$ cat config.mk
export PLATFORM = sky130hd
export DESIGN_NAME = exec_unit
export DESIGN_NICKNAME = d
export VERILOG_FILES = /design/src/cpu_pkg.sv /design/src/exec_unit.sv /design/src/cpu_sequencer.sv /design/src/alu.sv /design/src/register_file.sv /design/src/program_counter.sv
export SDC_FILE = /design/constraint.sdc
export NUM_CORES = 1
export LEC_CHECK = 0
export ABC_AREA = 1
export ABC_CLOCK_PERIOD_IN_PS = 6700
export BUFFER_PORTS_ARGS = -buffer_cell sky130_fd_sc_hd__buf_2
export CAP_MARGIN = 20
export CORE_MARGIN = 2
export CORE_UTILIZATION = 40
export DETAILED_ROUTE_END_ITERATION = 8
export GPL_ROUTABILITY_DRIVEN = 0
export HOLD_SLACK_MARGIN = 0.12
export PLACE_DENSITY_LB_ADDON = 0.2
export SETUP_SLACK_MARGIN = 0.2
export SLEW_MARGIN = 40
export SYNTH_ARGS = -nofsm -noshare
export SYNTH_HDL_FRONTEND = slang
export SYNTH_HIERARCHICAL = 1
export SYNTH_SLANG_ARGS = --single-unit
$ cat constraint.sdc
create_clock -name clk -period 6.7 [get_ports clk]
set_input_delay 0.335 -clock clk [delete_from_list [all_inputs] [get_ports clk]]
set_output_delay 0.335 -clock clk [all_outputs]
set_load 0.02 [all_outputs]
$ cat src/cpu_pkg.sv
`default_nettype none

package cpu_pkg;

    localparam int unsigned INSTR_BYTES = 2;

    typedef logic [7:0]  word_t;
    typedef logic [15:0] addr_t;
    typedef logic [3:0]  reg_idx_t;

    // [15:12] opcode, [11:8] destination, [7:0] immediate or {hi reg, lo reg}
    typedef logic [15:0] instr_t;

    typedef enum logic [3:0] {
        op_movi  = 4'd0,
        op_load  = 4'd2,
        op_store = 4'd3,
        op_add   = 4'd4,
        op_addi  = 4'd5,
        op_sub   = 4'd6,
        op_subi  = 4'd7,
        op_jnz   = 4'd8,
        op_nop   = 4'd15
    } opcode_e;

    typedef enum logic [2:0] {
        fetch_hi,
        fetch_lo,
        decode,
        execute,
        load_wb
    } stage_e;

    typedef enum logic [1:0] {
        src_alu,
        src_imm,
        src_mem
    } wr_src_e;

    typedef struct packed {
        logic  rd_en;
        logic  wr_en;
        addr_t addr;
        word_t wr_data;
    } mem_req_t;

    typedef struct packed {
        reg_idx_t rd0_idx;
        reg_idx_t rd1_idx;
        reg_idx_t wr_idx;
        logic     wr_en;
        wr_src_e  wr_src;
        word_t    imm;
        logic     use_imm;
        logic     subtract;
        logic     update_flag;
    } dp_ctrl_t;

endpackage

`default_nettype wire
$ cat src/exec_unit.sv
`default_nettype none

module exec_unit import cpu_pkg::*; #(
    parameter addr_t START_ADDR = '0
) (
    input  logic     clk,
    input  logic     reset_n,
    output mem_req_t mem_req,
    input  word_t    mem_rd_data
);

    addr_t    pc;
    addr_t    jump_target;
    logic     pc_advance;
    logic     pc_jump;
    dp_ctrl_t dp_ctrl;
    word_t    rd0_data;
    word_t    rd1_data;
    word_t    alu_result;
    word_t    load_data;
    logic     zero_flag;

    cpu_sequencer sequencer_i (
        .clk         (clk),
        .reset_n     (reset_n),
        .pc          (pc),
        .mem_rd_data (mem_rd_data),
        .rd0_data    (rd0_data),
        .rd1_data    (rd1_data),
        .zero_flag   (zero_flag),
        .mem_req     (mem_req),
        .dp_ctrl     (dp_ctrl),
        .load_data   (load_data),
        .pc_advance  (pc_advance),
        .pc_jump     (pc_jump),
        .jump_target (jump_target)
    );

    program_counter #(
        .START_ADDR (START_ADDR)
    ) pc_i (
        .clk         (clk),
        .reset_n     (reset_n),
        .pc_advance  (pc_advance),
        .pc_jump     (pc_jump),
        .jump_target (jump_target),
        .pc          (pc)
    );

    register_file regs_i (
        .clk        (clk),
        .reset_n    (reset_n),
        .dp_ctrl    (dp_ctrl),
        .alu_result (alu_result),
        .load_data  (load_data),
        .rd0_data   (rd0_data),
        .rd1_data   (rd1_data)
    );

    alu alu_i (
        .clk       (clk),
        .reset_n   (reset_n),
        .dp_ctrl   (dp_ctrl),
        .a         (rd0_data),
        .b_reg     (rd1_data),
        .result    (alu_result),
        .zero_flag (zero_flag)
    );

endmodule

`default_nettype wire

$ cat src/cpu_sequencer.sv
`default_nettype none

module cpu_sequencer import cpu_pkg::*; (
    input  logic     clk,
    input  logic     reset_n,
    input  addr_t    pc,
    input  word_t    mem_rd_data,
    input  word_t    rd0_data,
    input  word_t    rd1_data,
    input  logic     zero_flag,
    output mem_req_t mem_req,
    output dp_ctrl_t dp_ctrl,
    output word_t    load_data,
    output logic     pc_advance,
    output logic     pc_jump,
    output addr_t    jump_target
);

    // High address byte of every load and store
    localparam reg_idx_t PAGE_REG = 4'd15;

    stage_e   stage;
    instr_t   ir;
    opcode_e  opcode;
    reg_idx_t dst_idx;
    reg_idx_t hi_idx;
    reg_idx_t lo_idx;
    word_t    page_q;
    logic     rd_en_q;
    logic     wr_en_q;
    logic     is_load;
    logic     is_store;

    assign opcode   = opcode_e'(ir[15:12]);
    assign dst_idx  = ir[11:8];
    assign hi_idx   = ir[7:4];
    assign lo_idx   = ir[3:0];
    assign is_load  = (opcode == op_load);
    assign is_store = (opcode == op_store);

    // Strobes are registered one stage ahead so they stay low while in reset
    always_ff @(posedge clk) begin
        if (!reset_n) begin
            stage   <= fetch_hi;
            rd_en_q <= 1'b0;
            wr_en_q <= 1'b0;
        end else begin
            case (stage)
                fetch_hi: begin
                    // Waits here once after reset until the first read is out
                    if (rd_en_q) begin
                        stage <= fetch_lo;
                    end
                    rd_en_q <= 1'b1;
                end
                fetch_lo: begin
                    stage   <= decode;
                    rd_en_q <= 1'b0;
                end
                decode: begin
                    stage   <= execute;
                    rd_en_q <= is_load;
                    wr_en_q <= is_store;
                end
                execute: begin
                    stage   <= is_load ? load_wb : fetch_hi;
                    rd_en_q <= !is_load;
                    wr_en_q <= 1'b0;
                end
                load_wb: begin
                    stage   <= fetch_hi;
                    rd_en_q <= 1'b1;
                end
                default: begin
                    stage   <= fetch_hi;
                    rd_en_q <= 1'b0;
                    wr_en_q <= 1'b0;
                end
            endcase
        end
    end

    always_ff @(posedge clk) begin
        if (stage == fetch_lo) begin
            ir[15:8] <= mem_rd_data;
        end
        if (stage == decode) begin
            ir[7:0] <= mem_rd_data;
            page_q  <= rd1_data;
        end
    end

    always_comb begin
        dp_ctrl        = '0;
        dp_ctrl.imm    = ir[7:0];
        dp_ctrl.wr_idx = dst_idx;
        dp_ctrl.wr_src = src_alu;
        pc_advance     = 1'b0;
        pc_jump        = 1'b0;
        case (stage)
            decode: dp_ctrl.rd1_idx = PAGE_REG;
            execute: begin
                pc_advance = 1'b1;
                case (opcode)
                    op_movi: begin
                        dp_ctrl.wr_en  = 1'b1;
                        dp_ctrl.wr_src = src_imm;
                    end
                    op_add, op_sub: begin
                        dp_ctrl.rd0_idx     = hi_idx;
                        dp_ctrl.rd1_idx     = lo_idx;
                        dp_ctrl.wr_en       = 1'b1;
                        dp_ctrl.subtract    = (opcode == op_sub);
                        dp_ctrl.update_flag = 1'b1;
                    end
                    op_addi, op_subi: begin
                        dp_ctrl.rd0_idx     = dst_idx;
                        dp_ctrl.use_imm     = 1'b1;
                        dp_ctrl.wr_en       = 1'b1;
                        dp_ctrl.subtract    = (opcode == op_subi);
                        dp_ctrl.update_flag = 1'b1;
                    end
                    op_load, op_store: begin
                        // Port 0 gives store data, port 1 the low address byte
                        dp_ctrl.rd0_idx = dst_idx;
                        dp_ctrl.rd1_idx = lo_idx;
                    end
                    op_jnz: begin
                        if (!zero_flag) begin
                            pc_jump    = 1'b1;
                            pc_advance = 1'b0;
                        end
                    end
                    // nop and undefined opcodes only advance
                    default: ;
                endcase
            end
            load_wb: begin
                dp_ctrl.wr_en  = 1'b1;
                dp_ctrl.wr_src = src_mem;
            end
            default: ;
        endcase
    end

    always_comb begin
        mem_req.rd_en   = rd_en_q;
        mem_req.wr_en   = wr_en_q;
        mem_req.wr_data = rd0_data;
        case (stage)
            fetch_lo: mem_req.addr = pc + addr_t'(1);
            execute:  mem_req.addr = {page_q, rd1_data};
            default:  mem_req.addr = pc;
        endcase
    end

    // Read data is valid during load_wb and written at its end
    assign load_data   = mem_rd_data;
    assign jump_target = {8'h00, ir[7:0]};

endmodule

`default_nettype wire

$ cat src/alu.sv
`default_nettype none

module alu import cpu_pkg::*; (
    input  logic     clk,
    input  logic     reset_n,
    input  dp_ctrl_t dp_ctrl,
    input  word_t    a,
    input  word_t    b_reg,
    output word_t    result,
    output logic     zero_flag
);

    word_t b;

    assign b = dp_ctrl.use_imm ? dp_ctrl.imm : b_reg;

    // Wraps modulo 256, no carry is kept
    always_comb begin
        if (dp_ctrl.subtract) begin
            result = a - b;
        end else begin
            result = a + b;
        end
    end

    // Updated on the same edge that writes the result back
    always_ff @(posedge clk) begin
        if (!reset_n) begin
            zero_flag <= 1'b0;
        end else if (dp_ctrl.update_flag) begin
            zero_flag <= (result == '0);
        end
    end

endmodule

`default_nettype wire

$ cat src/register_file.sv
`default_nettype none

module register_file import cpu_pkg::*; (
    input  logic     clk,
    input  logic     reset_n,
    input  dp_ctrl_t dp_ctrl,
    input  word_t    alu_result,
    input  word_t    load_data,
    output word_t    rd0_data,
    output word_t    rd1_data
);

    localparam int unsigned NUM_REGS = 16;

    word_t regs [NUM_REGS];
    word_t wr_data;

    always_comb begin
        case (dp_ctrl.wr_src)
            src_imm: wr_data = dp_ctrl.imm;
            src_mem: wr_data = load_data;
            default: wr_data = alu_result;
        endcase
    end

    always_ff @(posedge clk) begin
        if (!reset_n) begin
            for (int i = 0; i < NUM_REGS; i++) begin
                regs[i] <= '0;
            end
        end else if (dp_ctrl.wr_en) begin
            regs[dp_ctrl.wr_idx] <= wr_data;
        end
    end

    // Reads are combinational, a write shows up the cycle after
    assign rd0_data = regs[dp_ctrl.rd0_idx];
    assign rd1_data = regs[dp_ctrl.rd1_idx];

endmodule

`default_nettype wire

$ cat src/program_counter.sv
`default_nettype none

module program_counter import cpu_pkg::*; #(
    parameter addr_t START_ADDR = '0
) (
    input  logic  clk,
    input  logic  reset_n,
    input  logic  pc_advance,
    input  logic  pc_jump,
    input  addr_t jump_target,
    output addr_t pc
);

    addr_t next_pc;

    // Jump wins, though the sequencer never raises both
    always_comb begin
        if (pc_jump) begin
            next_pc = jump_target;
        end else if (pc_advance) begin
            next_pc = pc + addr_t'(INSTR_BYTES);
        end else begin
            next_pc = pc;
        end
    end

    always_ff @(posedge clk) begin
        if (!reset_n) begin
            pc <= START_ADDR;
        end else begin
            pc <= next_pc;
        end
    end

endmodule

`default_nettype wire

# Word-level counts from Yosys, hierarchy flattened
# Memory sizes are Yosys's and may differ from the RTL's.
# Cells that the tools add are included.
[classes] n_addsub=4 n_eq_ne=14 n_mux=34 bitwise=1 reduce_logical=14
[op_table] operator="$mux W8" n=5
[op_table] operator="$pmux W16 S2" n=1
[op_table] operator="$add A16 B1 Y16 const B" n=1
[op_table] operator="$add A16 B2 Y16 const B" n=1
[op_table] operator="$eq A4 B3 Y1 const B" n=4
[op_table] operator="$pmux W4 S2" n=2
[op_table] operator="$pmux W8 S2" n=1
[op_table] operator="$mux W1" n=14
[op_table] operator="$mux W4" n=3
[op_table] operator="$pmux W3 S4" n=1
[op_table] operator="$mux W3" n=3
[op_table] operator="$add A8 B8 Y8" n=1
[op_table] operator="$eq A4 B2 Y1 const B" n=2
[op_table] operator="$logic_not A8 Y1" n=1
[op_table] operator="$reduce_or A2 Y1" n=4
[op_table] operator="$reduce_or A4 Y1" n=2
[op_table] operator="$reduce_or A8 Y1" n=1
[op_table] operator="$sub A8 B8 Y8" n=1
[op_table] operator="$eq A3 B2 Y1 const B" n=2
[op_table] operator="$pmux W3 S2" n=1
[op_table] operator="$reduce_or A5 Y1" n=1
[op_table] operator="$eq A4 B4 Y1 const B" n=1
[op_table] operator="$logic_not A4 Y1" n=1
[op_table] operator="$pmux W2 S2" n=1
[op_table] operator="12 further kinds" n=12
[word_totals] reg_bits=46 ramBits=128 inputBits=10 output_inout_bits=26 wordCells=77 n_memories=1
[memory_table] memory="regs_i.regs" depth=16 width=8 read_ports=2 rd_ports_with_merged_regs=0 write_ports=16 line_no="register_file.sv:15" text="word_t regs [NUM_REGS];"

# Depth between registers and ports, before layout
# An unclocked memory read counts as a cell.
[depth] depth_word=10 mapped_depth=35 mapped_depth_nobuf=32

# By module
# The synthesis kept the hierarchy.
[modules_own_cells] module="register_file" instances=1 cells_per_inst=1033 area_per_inst_um2=7845.0 seq_area_each_um2=3843.7
[modules_own_cells] module="cpu_sequencer" instances=1 cells_per_inst=280 area_per_inst_um2=2153.3 seq_area_each_um2=820.8
[modules_own_cells] module="program_counter" instances=1 cells_per_inst=139 area_per_inst_um2=989.7 seq_area_each_um2=320.3
[modules_own_cells] module="alu" instances=1 cells_per_inst=146 area_per_inst_um2=800.8 seq_area_each_um2=20.0

# Worst setup path after synthesis
# Ideal clock, no wire load.
[synth_path] path_type="flip-flop to flip-flop" startpoint="register sequencer_i.stage[2]" endpoint="memory regs_i/regs[13][7] (netlist bit), data pin" setup_ps=257 arrival_time_ps=4332 required_time_ps=6443 path_slack_ps=2110 stages_incl_launch_ff=31 n_path_buf=3 synth_period_minus_slack_ps=4590 cell_sequence="dfxtp_1 -> nor2_1 -> inv_1 -> nor2_2 -> inv_1 -> nand2_1 -> buf_2 -> buf_2 -> nand2_1 -> nand3_1 -> nand3_1 -> nand3_1 -> nand2_1 -> o21ai_0 -> ha_1 -> inv_1 -> nor2_1 -> a21oi_1 -> xor2_1 -> ha_1 -> nand2_1 -> nand2_1 -> inv_1 -> o21ai_0 -> o21bai_1 -> nand3_1 -> nand2_2 -> inv_1 -> a21oi_4 -> buf_2 -> nor2_1"
[synth_rtl] element="start: declaration" line_no="cpu_sequencer.sv:22" text="stage_e stage;"
[synth_rtl] element="start signal: assignment" line_no="cpu_sequencer.sv:44" text="stage <= fetch_hi;"
[synth_rtl] element="start signal: assignment" line_no="cpu_sequencer.sv:52" text="stage <= fetch_lo;"
[synth_rtl] element="start signal: assignment" line_no="cpu_sequencer.sv:57" text="stage <= decode;"
[synth_rtl] element="end: declaration" line_no="register_file.sv:15"

==> impl_metrics.toml <==
[logic_synthesis]
yosysUniqueCellTypes = 47
synth_compound_area_frac = 0.0541
synth.top_cell.area_share = 0.387
synth_top_family_by_area = "simple AND/OR/NAND/NOR gates"
yosys-mux-area-fraction = 0
ys_async_sr_fraction = 0
synth_area_leaders = "edfxtp_1, nand2_1, nand3_1"
avgSynthCellArea_um2 = 7.38
synth_ff_type = "edfxtp_1"
synth-seq-area-share = 0.425
yosysTopAreaCell = "edfxtp_1"
syn_inst = 1598
ys_ff_latch = 174
yosys.area_share.simple = 0.362
synth_warnings = 6
synth_adder_area_share = 0.0144
synthesis.area_mm2 = 0.0118
synth_xor_area_frac = 0.0111
synth_edf_count = 152

[clocking]
htreeDepth = 4
postCtsSetupBuffers = 0
postCtsHoldBufs = 5
numCtsBuffers = 17
clockBufferDepth = 2
cts_tree = "yes"
worstSkewPairLatency_ns = 0.46
clkTransAtPathRegs_ns = 0.08
cts_sinks = 174
cts_resized = 0
cts_root_buf = "clkbuf_16"

[pwr]
p_per_area_mw_per_mm2 = 280
max-vdd-ir-drop_uv = 186
p_total_w = 0.00352
static-leakage-power_nw = 5.44

[global_routing]
grt_overflow = 0
grt_pass1_wl_um = 55800
antenna_found_initial = 0
grt.total_usage = 0.239
grt_max_degree = 65
grt_pass1_vias = 9800

[drt]
viasPerCell = 5.29
wire_per_inst_um = 18.7
routed_wl_um = 36600
route.detailed.drc = 0
drtAntennaViolNets = 0
drt_iter0_markers = 1333
via_count = 10400
dr.pass1.iters = 6

[layout]
finalNonFillerCells = 1959
drive_above_1_share = 0.110
seqCellArea_mm2 = 0.00500
diodes = 0
area_delta_synth_final_pct = 6.46
final_common_cell = "nand2_1"
final_core_util = 0.435
final_cell_mix = "nand2_1, nand3_1, inv_1, nor2_1, edfxtp_1"
multiInputGateArea_mm2 = 0.00527
fillerInstances = 3019
nets = 1585

[worst_setup_path]
cp_common_cell = "nand2_1"
crit_end = "regs_i/regs[14][6]"
cp.required_ns = 6.88
worstReg2RegStart = "sequencer_i/stage[0]"
cp_max_fo = 46
worstSetupStartpoint = "sequencer_i/stage[0]"
rr_endpoint = "regs_i/regs[14][6]"
crit_path_end_kind = "register"
cpPeakStageDelay_ns = 0.59
reg2reg_depth = 30
startpoint_type = "register"
path_class = "reg2reg"
crit_slowest_cell = "a21oi_4"
arrival_ns = 5.63
rrSetupSlack_ns = 1.25

[die]
design.die.area_mm2 = 0.0309
die_y_um = 176
io_pins = 36
start_util = 0.409
fp.coreArea_mm2 = 0.0289
die_x_um = 176
rows = 62

[timing]
setup_viol = 0
final-hold-violation-count = 0
tns_ns = 0
tightest_slew_ns = 0.813
fin_crit_sh = 0.813
finalClockSkew_ns = 0.0242
whs_ns = 0.133
rsz0062_at_grt = "false"
relSlewSlack = 0.457
period_minus_slack_ns = 5.45
fmax_mhz = 184
drv_slew = 0

[placement]
dp.cells = 1922
hpwl_um = 25400
port_buffers = 35

[hold_path]
hold_path_class = "in2reg"

[outcome]
status = "finished, final reports clean"

[job]
maxCapViolations = 0
per-layer routing:
| layer | part of all wire | GRT usage | up-vias |
|---|---|---|---|
| met5 | 0 | 0 | - |
| met4 | 0.036 | 0.0978 | 0 |
| met3 | 0.070 | 0.0485 | 71 |
| met2 | 0.48 | 0.396 | 402 |
| met1 | 0.42 | 0.306 | 4875 |
| li1 | - | - | 5015 |
worst min path at each step:
| stage | slack (ns) | startpoint | cells after the start | endpoint |
|---|---|---|---|---|
| final | 0.13 | mem_rd_data[0] | 1 | sequencer_i/ir[0] |
| after global routing | 0.12 | mem_rd_data[2] | 1 | sequencer_i/ir[2] |
| after CTS | 0.12 | mem_rd_data[0] | 1 | sequencer_i/ir[0] |
| after detailed placement | 0.48 | sequencer_i/wr_en_q | 2 | sequencer_i/wr_en_q |
| after global placement | 0.48 | sequencer_i/wr_en_q | 2 | sequencer_i/wr_en_q |
| after floorplan | 0.43 | reset_n | 2 | pc_i/pc[1] |
report_power, final:
| part | leakage [nW] | internal, W | switching [W] |
|---|---|---|---|
| sequential | 1.72 | 0.00122 | 0.0000248 |
| combinational | 3.41 | 0.000293 | 0.000922 |
| clock | 0.303 | 0.000518 | 0.000536 |
worst max-delay path: cells and delay by family (launching register included):
kind | cells | cell delay, ns
AOI/OAI and AO/OA | 3 | 0.86
buffers and inverters | 6 | 1.39
xor gates and xnor gates | 1 | 0.15
and+or+nand+nor | 19 | 2.03
DFF | 1 | 0.36
adders and majority gates | 1 | 0.34
through the flow:
stage               cell area, um^2  worst slack (ns)
finish                        12600              1.25
global route                  12600             0.799
CTS                           12500              1.36
detailed placement            11900              1.36
global placement              11900              1.52
floorplan                     11800              2.11
logic make-up after synthesis:
kind of cell	after synthesis
adders and majority gates	13
DFF	174
and+or+nand+nor	965
AOI/OAI and AO/OA	94
other	1
xor gates and xnor gates	15
buffers and inverters	336
synthesized netlist by cell type, types with 6 or more instances:
cell type	count
buf_4	49
edfxtp_1	152
buf_2	35
dfxtp_1	22
nand2_1	457
a21oi_4	7
a21oi_1	37
a22oi_1	10
inv_1	208
nor2_1	160
nand3_2	11
inv_2	9
ha_1	12
nand2_2	19
o21ai_0	15
nand4_1	11
nand3_1	275
xor2_1	11
nor2_2	16
buf_6	6
clkbuf_1	21
flip-flops by register name (all words and copies together) (netlist names):
register	count
sequencer_i/wr_en_q	1
sequencer_i/stage	3
pc_i/pc	16
sequencer_i/page_q	8
regs_i/regs	128
sequencer_i/ir	16
alu_i/zero_flag	1
sequencer_i/rd_en_q	1
cell type report:
type | instances | area share
clock buffer | 17 | 0.0339
timing repair buffer | 55 | 0.0269
multi-input combinational | 1095 | 0.420
sequential | 174 | 0.399
tap | 384 | 0.0383
inverter | 219 | 0.0662
clock inverter | 15 | 0.0162
Note: power is estimated with default switching activity, not from simulation.
